<file path="config.mk">
export PLATFORM = sky130hd
export DESIGN_NAME = dzcpuUcode
export DESIGN_NICKNAME = d
export VERILOG_FILES = /design/src/dzcpuUcodePkg.sv /design/src/dzcpuFlowLut.sv /design/src/dzcpuUcode.sv /design/src/dzcpuUcodeRom.sv /design/src/dzcpuUcodeSeq.sv
export VERILOG_INCLUDE_DIRS = /design/src
export SDC_FILE = /design/constraint.sdc
export NUM_CORES = 1
export LEC_CHECK = 0
export ABC_AREA = 1
export BUFFER_PORTS_ARGS = -buffer_cell sky130_fd_sc_hd__buf_2
export CAP_MARGIN = 40
export CORE_ASPECT_RATIO = 1.25
export CORE_MARGIN = 2
export CORE_UTILIZATION = 62
export CTS_BUF_LIST = sky130_fd_sc_hd__clkbuf_8
export CTS_CLUSTER_SIZE = 20
export DETAILED_ROUTE_END_ITERATION = 10
export HOLD_SLACK_MARGIN = 0.03
export PLACE_DENSITY = 0.83
export SLEW_MARGIN = 20
export SYNTH_ARGS = -nofsm -noshare
export SYNTH_HDL_FRONTEND = slang
export SYNTH_HIERARCHICAL = 1
export SYNTH_SLANG_ARGS = --single-unit
</file>
<file path="constraint.sdc">
create_clock -name Clock -period 5.1 [get_ports Clock]
set_input_delay 1.275 -clock Clock [delete_from_list [all_inputs] [get_ports Clock]]
set_output_delay 1.275 -clock Clock [all_outputs]
set_load 0.02 [all_outputs]
</file>
<file path="src/dzcpuUcode_params.svh">
`ifndef DZCPU_UCODE_PARAMS_SVH
`define DZCPU_UCODE_PARAMS_SVH

// Microword field widths
`define UOP_END_W     4
`define UOP_OP_W      5
`define UOP_OPND_W    5

// Microcode ROM addressing
`define UOP_ADDR_W    7
`define UOP_ROM_DEPTH 64

//////////////////////////////////////////////////////////////////////
// Main page opcodes
//////////////////////////////////////////////////////////////////////
`define OP_NOP     8'h00
`define OP_LDBN    8'h06
`define OP_LDCN    8'h0E
`define OP_LDAN    8'h3E
`define OP_INCB    8'h04
`define OP_DECB    8'h05
`define OP_INCC    8'h0C
`define OP_DECC    8'h0D
`define OP_INCA    8'h3C
`define OP_DECA    8'h3D
`define OP_ADDB    8'h80
`define OP_ADDC    8'h81
`define OP_SUBB    8'h90
`define OP_SUBC    8'h91
`define OP_PUSHBC  8'hC5
`define OP_POPBC   8'hC1
`define OP_JRN     8'h18
`define OP_JRNZ    8'h20
`define OP_JRZ     8'h28
`define OP_CB      8'hCB

// Second byte after the CB prefix
`define CB_BIT7H   8'h7C
`define CB_RLC     8'h11

`endif

</file>
<file path="src/dzcpuUcodePkg.sv">
`include "dzcpuUcode_params.svh"

package dzcpuUcodePkg;

	//////////////////////////////////////////////////////////////////////
	// Microword fields
	//////////////////////////////////////////////////////////////////////

	// What the sequencer does once a word is consumed
	typedef enum logic [`UOP_END_W-1:0]
	{
		op       = 4'd0,
		inc      = 4'd1,
		eof      = 4'd2,
		incEof   = 4'd3,
		eofFu    = 4'd4,
		incEofFu = 4'd5,
		updFlags = 4'd6,
		incEofZ  = 4'd7,
		incEofNz = 4'd8
	} endClassT;

	// Datapath operation
	typedef enum logic [`UOP_OP_W-1:0]
	{
		nop     = 5'd0,
		sma     = 5'd1,
		smw     = 5'd2,
		srm     = 5'd3,
		inc16   = 5'd4,
		dec16   = 5'd5,
		sx16r   = 5'd6,
		srx16   = 5'd7,
		addx16  = 5'd8,
		subx16  = 5'd9,
		spc     = 5'd10,
		jcb     = 5'd11,
		bitOp   = 5'd12,
		shl     = 5'd13,
		z801bop = 5'd14
	} uopOpT;

	// Register or temp the operation acts on
	typedef enum logic [`UOP_OPND_W-1:0]
	{
		a    = 5'd0,
		b    = 5'd1,
		c    = 5'd2,
		h    = 5'd3,
		l    = 5'd4,
		sp   = 5'd5,
		pc   = 5'd6,
		x8   = 5'd7,
		x16  = 5'd8,
		none = 5'd9
	} operandT;

	typedef struct packed
	{
		endClassT endClass;
		uopOpT    op;
		operandT  operand;
	} uopT;

endpackage

</file>
<file path="src/dzcpuFlowLut.sv">
`timescale 1ns/1ps
`include "dzcpuUcode_params.svh"

module dzcpuFlowLut
(
	input  logic [7:0]             opcode,
	input  logic                   cbPage,
	output logic [`UOP_ADDR_W-1:0] flowAddr
);

	//////////////////////////////////////////////////////////////////////
	// Opcode to flow start address
	//////////////////////////////////////////////////////////////////////

	always_comb
	begin
		if (cbPage)
		begin
			// Second byte of a CB prefixed instruction
			case (opcode)
				`CB_BIT7H: flowAddr = 7'd62;
				`CB_RLC:   flowAddr = 7'd63;
				default:   flowAddr = 7'd0;
			endcase
		end
		else
		begin
			case (opcode)
				`OP_NOP:    flowAddr = 7'd1;
				// Immediate loads
				`OP_LDBN:   flowAddr = 7'd2;
				`OP_LDCN:   flowAddr = 7'd5;
				`OP_LDAN:   flowAddr = 7'd8;
				// Single word ALU ops
				`OP_INCB:   flowAddr = 7'd11;
				`OP_DECB:   flowAddr = 7'd12;
				`OP_INCC:   flowAddr = 7'd13;
				`OP_DECC:   flowAddr = 7'd14;
				`OP_INCA:   flowAddr = 7'd15;
				`OP_DECA:   flowAddr = 7'd16;
				// Accumulator arithmetic
				`OP_ADDB:   flowAddr = 7'd17;
				`OP_ADDC:   flowAddr = 7'd20;
				`OP_SUBB:   flowAddr = 7'd23;
				`OP_SUBC:   flowAddr = 7'd26;
				// Stack
				`OP_PUSHBC: flowAddr = 7'd29;
				`OP_POPBC:  flowAddr = 7'd35;
				// Relative jumps
				`OP_JRN:    flowAddr = 7'd41;
				`OP_JRNZ:   flowAddr = 7'd47;
				`OP_JRZ:    flowAddr = 7'd53;
				`OP_CB:     flowAddr = 7'd59;
				// Anything else runs the generic one byte flow
				default:    flowAddr = 7'd0;
			endcase
		end
	end

endmodule

</file>
<file path="src/dzcpuUcode.sv">
`timescale 1ns/1ps
`include "dzcpuUcode_params.svh"

module dzcpuUcode
(
	input  logic               Clock,
	input  logic               rst,
	input  logic [7:0]         opcode,
	input  logic               opValid,
	output logic               opReady,
	input  logic               zeroFlag,
	output dzcpuUcodePkg::uopT uop,
	output logic               uopValid,
	input  logic               uopReady
);
	import dzcpuUcodePkg::*;

	logic [7:0]             lutOpcode;
	logic                   cbPage;
	logic [`UOP_ADDR_W-1:0] flowAddr;
	logic [`UOP_ADDR_W-1:0] romAddr;
	uopT                    romWord;

	// Opcode to flow start
	dzcpuFlowLut uFlowLut
	(
		.opcode   (lutOpcode),
		.cbPage   (cbPage),
		.flowAddr (flowAddr)
	);

	dzcpuUcodeRom uRom
	(
		.addr (romAddr),
		.word (romWord)
	);

	dzcpuUcodeSeq uSeq
	(
		.Clock     (Clock),
		.rst       (rst),
		.opcode    (opcode),
		.opValid   (opValid),
		.opReady   (opReady),
		.zeroFlag  (zeroFlag),
		.uop       (uop),
		.uopValid  (uopValid),
		.uopReady  (uopReady),
		.lutOpcode (lutOpcode),
		.cbPage    (cbPage),
		.flowAddr  (flowAddr),
		.romAddr   (romAddr),
		.romWord   (romWord)
	);

endmodule

</file>
<file path="src/dzcpuUcodeRom.sv">
`timescale 1ns/1ps
`include "dzcpuUcode_params.svh"

module dzcpuUcodeRom
(
	input  logic [`UOP_ADDR_W-1:0] addr,
	output dzcpuUcodePkg::uopT     word
);
	import dzcpuUcodePkg::*;

	localparam int romIdxW = $clog2(`UOP_ROM_DEPTH);

	// Returned for addresses past the last flow
	localparam uopT idleWord = '{op, nop, none};

	//////////////////////////////////////////////////////////////////////
	// Flow storage
	//////////////////////////////////////////////////////////////////////
	localparam uopT romTable [`UOP_ROM_DEPTH] = '{
		// Generic one byte op (0)
		'{incEof, z801bop, a},
		// NOP (1)
		'{incEof, nop, none},
		// LD B,n (2)
		'{inc, sma, pc}, '{inc, nop, none}, '{eof, srm, b},
		// LD C,n (5)
		'{inc, sma, pc}, '{inc, nop, none}, '{eof, srm, c},
		// LD A,n (8)
		'{inc, sma, pc}, '{inc, nop, none}, '{eof, srm, a},
		// INC/DEC of B, C, A (11..16)
		'{incEofFu, inc16, b}, '{incEofFu, dec16, b},
		'{incEofFu, inc16, c}, '{incEofFu, dec16, c},
		'{incEofFu, inc16, a}, '{incEofFu, dec16, a},
		// ADD A,B (17)
		'{op, sx16r, a}, '{updFlags, addx16, b}, '{incEof, srx16, a},
		// ADD A,C (20)
		'{op, sx16r, a}, '{updFlags, addx16, c}, '{incEof, srx16, a},
		// SUB B (23)
		'{op, sx16r, a}, '{updFlags, subx16, b}, '{incEof, srx16, a},
		// SUB C (26)
		'{op, sx16r, a}, '{updFlags, subx16, c}, '{incEof, srx16, a},
		// PUSH BC (29)
		'{op, dec16, sp}, '{op, sma, sp}, '{op, smw, b},
		'{op, dec16, sp}, '{op, smw, c}, '{incEof, sma, pc},
		// POP BC (35)
		'{op, sma, sp}, '{op, inc16, sp}, '{op, srm, c},
		'{op, srm, b}, '{inc, inc16, sp}, '{eof, sma, pc},
		// JR n (41)
		'{inc, sma, pc}, '{op, nop, none}, '{inc, srm, x8},
		'{op, sx16r, pc}, '{op, addx16, x8}, '{eof, spc, x16},
		// JR NZ,n (47) bails out on word 3 when Z is set
		'{inc, sma, pc}, '{op, nop, none}, '{incEofZ, srm, x8},
		'{op, sx16r, pc}, '{op, addx16, x8}, '{eof, spc, x16},
		// JR Z,n (53)
		'{inc, sma, pc}, '{op, nop, none}, '{incEofNz, srm, x8},
		'{op, sx16r, pc}, '{op, addx16, x8}, '{eof, spc, x16},
		// CB prefix (59) then wait for the second byte
		'{inc, sma, pc}, '{op, nop, none}, '{inc, jcb, none},
		// BIT 7,H (62)
		'{eofFu, bitOp, none},
		// RL C (63)
		'{eofFu, shl, c}
	};

	logic               inRange;
	logic [romIdxW-1:0] romIdx;

	assign inRange = ~|addr[`UOP_ADDR_W-1:romIdxW];
	assign romIdx  = addr[romIdxW-1:0];
	assign word    = inRange ? romTable[romIdx] : idleWord;

endmodule

</file>
<file path="src/dzcpuUcodeSeq.sv">
`timescale 1ns/1ps
`include "dzcpuUcode_params.svh"

module dzcpuUcodeSeq
(
	input  logic                   Clock,
	input  logic                   rst,
	input  logic [7:0]             opcode,
	input  logic                   opValid,
	output logic                   opReady,
	input  logic                   zeroFlag,
	output dzcpuUcodePkg::uopT     uop,
	output logic                   uopValid,
	input  logic                   uopReady,
	output logic [7:0]             lutOpcode,
	output logic                   cbPage,
	input  logic [`UOP_ADDR_W-1:0] flowAddr,
	output logic [`UOP_ADDR_W-1:0] romAddr,
	input  dzcpuUcodePkg::uopT     romWord
);
	import dzcpuUcodePkg::*;

	typedef enum logic [1:0]
	{
		stIdle,
		stStream,
		stCbWait
	} seqStateT;

	seqStateT               state;
	logic [7:0]             opReg;
	logic                   zReg;
	logic [`UOP_ADDR_W-1:0] addrReg;
	uopT                    uopReg;

	logic opTaken;
	logic uopTaken;
	logic flowEnds;
	logic cbJump;

	//////////////////////////////////////////////////////////////////////
	// Handshakes and lookups
	//////////////////////////////////////////////////////////////////////

	assign opReady  = (state == stIdle) || (state == stCbWait);
	assign uopValid = (state == stStream);
	assign uop      = uopReg;
	assign opTaken  = opValid && opReady;
	assign uopTaken = uopValid && uopReady;

	// Table sees the live byte only while one can be taken
	assign lutOpcode = opReady ? opcode : opReg;
	assign cbPage    = (state == stCbWait);
	assign romAddr   = opReady ? flowAddr : addrReg;

	// Decode of the word being handed out
	always_comb
	begin
		case (uopReg.endClass)
			eof, incEof, eofFu, incEofFu: flowEnds = 1'b1;
			incEofZ:  flowEnds = zReg;
			incEofNz: flowEnds = ~zReg;
			default:  flowEnds = 1'b0;
		endcase
	end

	assign cbJump = (uopReg.op == jcb);

	//////////////////////////////////////////////////////////////////////
	// Control
	//////////////////////////////////////////////////////////////////////

	always_ff @(posedge Clock)
	begin
		if (rst)
			state <= stIdle;
		else if (opTaken)
			state <= stStream;
		else if (uopTaken)
		begin
			if (cbJump)
				state <= stCbWait;
			else if (flowEnds)
				state <= stIdle;
		end
	end

	// Word register and next address
	always_ff @(posedge Clock)
	begin
		if (opTaken)
		begin
			opReg   <= opcode;
			zReg    <= zeroFlag;
			uopReg  <= romWord;
			addrReg <= flowAddr + 1'b1;
		end
		else if (uopTaken && !cbJump && !flowEnds)
		begin
			uopReg  <= romWord;
			addrReg <= addrReg + 1'b1;
		end
	end

endmodule

</file>
# After elaboration in Yosys (flattened, before gate mapping)
# Memory sizes are Yosys's and may differ from the RTL's.
# Index checks and enable logic that the tools add are counted.
[totals] reg_bits=32 out_inout_bits=16 inputBits=13 wordCells=78 rom_bits=896 mem_count=1
[op_classes] magnitude_cmp=1 reduce_logical=17 eq_ne=30 mux=17 n_addsub=2 bitwise_logic=2
[mem_list] memory="(name not given)" words=64 word_bits=14 rd=1 rd_ports_with_merged_regs=0 wr=0 line_no="dzcpuUcodeRom.sv:70" rtl="assign word = inRange ? romTable[romIdx] : idleWord;"
[op_table] cell="one-hot mux 6 bit (20 select lines)" n=1
[op_table] cell="2-to-1 mux 14 bit" n=5
[op_table] cell="== test 8 bit (second input constant)" n=7
[op_table] cell="== test 8 x 6 -> 1 bit (second input constant)" n=5
[op_table] cell="2-to-1 mux 7 bit" n=4
[op_table] cell="== test 8 x 3 -> 1 bit (second input constant)" n=3
[op_table] cell="== test 8 x 4 -> 1 bit (second input constant)" n=3
[op_table] cell="== test 8 x 5 -> 1 bit (second input constant)" n=2
[op_table] cell="adder 7 x 1 -> 7 bit (second input constant)" n=2
[op_table] cell="== test 4 x 3 -> 1 bit (second input constant)" n=3
[op_table] cell="one-hot mux 6 bit (2 select lines)" n=1
[op_table] cell="== test 4 x 2 -> 1 bit (second input constant)" n=2
[op_table] cell="== test 8 x 7 -> 1 bit (second input constant)" n=1
[op_table] cell="zero test 8 bit" n=1
[op_table] cell="2-to-1 mux 8 bit" n=1
[op_table] cell="greater-or-equal comparator 7 bit (second input constant)" n=1
[op_table] cell="NOT 6 -> 7 bit" n=1
[op_table] cell="nonzero test 2 bit" n=3
[op_table] cell="== test 5 x 4 -> 1 bit (second input constant)" n=1
[op_table] cell="== test 4 bit (second input constant)" n=1
[op_table] cell="logical AND 1 bit" n=4
[op_table] cell="2-to-1 mux 2 bit" n=2
[op_table] cell="AND reduction 2 bit" n=2
[op_table] cell="OR reduction 4 bit" n=1
[op_table] cell="other kinds (10)" n=12

# Depth between registers and ports, before layout
[depth] depth_word=14 depth_mapped=25 ltp_nobuf=24

# Modules after synthesis
# Netlist, hierarchy kept.
[by_module_without_submodules] mod="dzcpuUcodeSeq" cells_each=149 area_each_um2=1460.2 seq_area_each_um2=940.9 instances=1
[by_module_without_submodules] mod="dzcpuUcodeRom" cells_each=234 area_each_um2=1137.3 seq_area_each_um2=0.0 instances=1
[by_module_without_submodules] mod="dzcpuFlowLut" cells_each=124 area_each_um2=571.8 seq_area_each_um2=0.0 instances=1

# Worst setup path before layout
# No wires, ideal clock.
[synth_timing] kind="in2reg" start="in opcode[2]" end="reg uSeq.uopReg, in the netlist uSeq/uop[8], data pin" stages=21 n_path_buf=0 setup_time_ns=0.255 arrival_time_ns=3.897 required_time_ns=4.845 setup_slack_ns=0.947 path_cell_list="nand2_1 nand2_1 inv_2 nand2_4 nor2_4 nand2_2 nand2_1 nor2_2 nand3_1 nand2_1 nand2_1 inv_1 o21ai_0 inv_2 ha_1 nand2_1 inv_1 a21oi_1 nand2_1 nor2_1 a21oi_1"
[synth_lines] element="start: declaration" line_no="dzcpuUcode.sv:8" rtl="input logic [7:0] opcode,"
[synth_lines] element="end signal: assignment" line_no="dzcpuUcodeSeq.sv:95" rtl="uopReg <= romWord;"
[synth_lines] element="end signal: assignment" line_no="dzcpuUcodeSeq.sv:100" rtl="uopReg <= romWord;"
[synth_lines] element="end: declaration" line_no="dzcpuUcodeSeq.sv:34" rtl="uopT uopReg;"

==> impl_metrics.py <==
metrics = {
    "worst_hold_path": {
        "min_from": "uSeq/state[1]$_SDFFE_PP0P_",
        "hold_path.class": "reg2reg",
        "holdPathEnd": "uSeq/state[1]$_SDFFE_PP0P_",
        "min_path_cells": 2,
    },
    "placement": {
        "portBuffers": 28,
        "dp_hpwl_um": 6977,
        "gp_congestion": 0.9945,
    },
    "floorplan": {
        "rows": 29,
        "start_util_pct": 63.29,
        "pin_count": 29,
        "die-area_um2": 5703,
        "die_h_um": 83.94,
        "design.core.area_um2": 5007,
        "die_x_um": 67.95,
    },
    "grt": {
        "grt_first_pass_wirelength_um": 14320,
        "grt_pass1_vias": 3145,
        "groute.usage.overall_pct": 32.92,
        "antenna_found_initial": 0,
        "grt_max_degree": 26,
        "grt-ovfl-total": 0,
    },
    "cts": {
        "cts_hold_buf": 0,
        "cts_tree": "built",
        "clockBufferDepth": 2,
        "clk_pin_slew_ps": 70,
        "htreeDepth": 2,
        "cts_root_buffer": "clkbuf_8",
        "post_cts_buffers": 0,
        "clock_latency_ps": 290,
        "clock-sinks": 32,
        "cts_inserted_buffers": 5,
        "cts.repair.resized": 0,
    },
    "timing": {
        "post-route-period-util_pct": 83.80,
        "drv_slew": 0,
        "tightest_slew_ps": 778.9,
        "fin_skew_ps": 7.364,
        "fmaxAchievable_mhz": 234.0,
        "whs_ps": 575.7,
        "setup_viol": 0,
        "hold_viol": 0,
        "tns_ps": 0,
        "period_minus_slack_ps": 4274,
        "rsz0062_at_grt": "false",
        "relSlewSlack_pct": 47.95,
    },
    "synth": {
        "ys_types": 39,
        "synth_top_area_share_pct": 28.42,
        "synth-edff-count": 30,
        "ys_ff_latch": 32,
        "netlist_instances": 507,
        "yosys-top-cells-area": "edfxtp_1, nand2_1, nand3_1, nor2_1, inv_1",
        "yosysWarnings": 6,
        "syn_area_um2": 3169,
        "synthArstFlopShare_pct": 0,
        "syn_area_per_cell_um2": 6.251,
        "ys_seq_area_share_pct": 29.69,
        "synth_top_cell_by_area": "edfxtp_1",
        "synth_flop_cell": "edfxtp_1",
    },
    "pwr": {
        "p_leak_nw": 1.777,
        "ir_worst_vdd_v": 0.0001524,
        "p_per_area_nw_per_um2": 309.7,
    },
    "detailed_routing": {
        "wl_per_cell_um": 15.06,
        "viasPerCell": 5.618,
        "finalWirelength_um": 8963,
        "drtIter0Drc": 291,
        "vias": 3343,
        "dr.pass1.iters": 6,
        "final_antenna_net_count": 0,
        "drc": 0,
    },
    "final_layout": {
        "drive_gt1_share_pct": 16.32,
        "area_growth_pct": 8.369,
        "diodes": 0,
        "fin_nets": 554,
    },
    "setup_path": {
        "endpoint_kind": "register",
        "cp-start-kind": "input pin",
        "rr_endpoint": "uSeq/uop[8]$_DFFE_PP_",
        "cp.arrival_ps": 4310,
        "crit_fanout": 7,
        "cp.required_ps": 5140,
        "reg2reg_from": "uSeq/state[0]$_SDFFE_PP0P_",
        "criticalPathCategory": "in2reg",
        "r2r_slack_ps": 1140,
        "worstRegToRegCells": 19,
    },
    "job": {
        "cap_viol_max_count": 0,
    },
    "run_status": {
        "status": "finished, final reports clean",
    },
}
==> critical path, cell delays in order <==
cell and delay, ps:
buf_2 110, nand2_1 60, nand2_1 180, nor2_1 190, nand2_1 100, nor4_1 290, o21ai_2 140, nand2_1 90
inv_1 60, o21ai_0 500, inv_1 230, ha_1 380, nand2_1 240, inv_1 100, a21oi_1 150, nand2_1 80
nor2_1 100, a21oi_1 50
==> routing by layer <==
metal | up-vias | part of all wire [%] | track usage (%)
met5 | - | 0 | 0
li1 | 1667 | - | -
met1 | 1481 | 36 | 35.38
met3 | 37 | 6.3 | 5.263
met4 | 0 | 5.3 | 18.73
met2 | 158 | 52 | 58.16
==> where the power goes <==
part | internal (mW) | switching, mW | leakage (nW)
clock | 0.144 | 0.0972 | 0.0541
sequential | 0.334 | 0.0135 | 0.309
combinational | 0.144 | 0.331 | 1.41
==> worst max-delay path by stage <==
stage | startpoint | end | slack [ps] | cells past startpoint
floorplan | opcode[2] | uSeq/uop[8]$_DFFE_PP_ | 950 | 21
global placement | opcode[0] | uSeq/uop[12]$_DFFE_PP_ | 660 | 18
global route | opcode[0] | uSeq/uop[8]$_DFFE_PP_ | 490 | 18
finish | opcode[0] | uSeq/uop[8]$_DFFE_PP_ | 830 | 18
CTS | opcode[0] | uSeq/uop[8]$_DFFE_PP_ | 890 | 18
detailed placement | opcode[0] | uSeq/uop[8]$_DFFE_PP_ | 620 | 18
==> layout by cell type (no fill, tap or decap), types with 3 or more instances in the layout <==
cell type / netlist / final
o21ai_2: 4 / 5
nor3_1: 3 / 3
buf_2: 4 / 29
nor2_2: 5 / 5
nor2_4: 3 / 3
conb_1: 2 / 3
clkbuf_8: 0 / 5
nand2_4: 3 / 3
nand2_1: 212 / 212
a21oi_1: 15 / 15
nand2_2: 14 / 14
ha_1: 9 / 9
nand3_1: 57 / 57
inv_2: 8 / 8
buf_4: 5 / 7
o21ai_1: 2 / 4
o21ai_0: 14 / 11
edfxtp_1: 30 / 30
inv_1: 38 / 38
nor2_1: 46 / 46
==> Yosys cell counts (3+ instances only) <==
cell type and count:
nand2_1 212, nor3_1 3, clkbuf_1 5, buf_2 4, edfxtp_1 30, o21ai_2 4, buf_4 5, buf_6 6
a21oi_1 15, inv_1 38, nand2_2 14, ha_1 9, nand3_1 57, nor2_2 5, nand2_4 3, nor2_1 46
o21ai_0 14, inv_2 8, nor2_4 3
==> cell families after synthesis <==
group | count (synthesis) | synth area share, %
AOI/OAI and AO/OA | 43 | 7.817
xor gates and xnor gates | 2 | 0.5528
adders and majority gates | 9 | 3.553
buffers and inverters | 68 | 10.46
DFF | 32 | 29.69
other | 2 | 0.2370
and+or+nand+nor | 351 | 47.69
==> area by class of cell <==
class | count | area [um2]
multi-input cells | 408 | 1904
fillers | 453 | 1573
repair buffers | 37 | 212.7
clock buffers | 5 | 68.82
inverters | 48 | 187.7
clock inverters | 3 | 42.54
flip-flops and latches | 32 | 940.9
well taps | 62 | 77.57
==> through the flow <==
stage | total power, mW | std cells | utilization, % | setup WS [ps] | area [um2]
after CTS | 1.059 | 595 | 68.59 | 889.5 | 3435
after floorplan | 0.7056 | 508 | - | 947.4 | 3173
after global routing | 1.129 | 595 | 68.59 | 486.3 | 3435
final | 1.064 | 595 | 68.59 | 826.1 | 3435
after global placement | 0.8088 | 585 | 65.97 | 662.6 | 3303
after detailed placement | 0.8164 | 587 | 66.37 | 616.1 | 3323
==> sequential cells by signal, indices dropped and copies added, names as in the netlist <==
register and count:
uSeq/zReg 1, uSeq/opReg 8, uSeq/addrReg 7, uSeq/state 2, uSeq/uop 14
(Power assumes the default switching activity.)
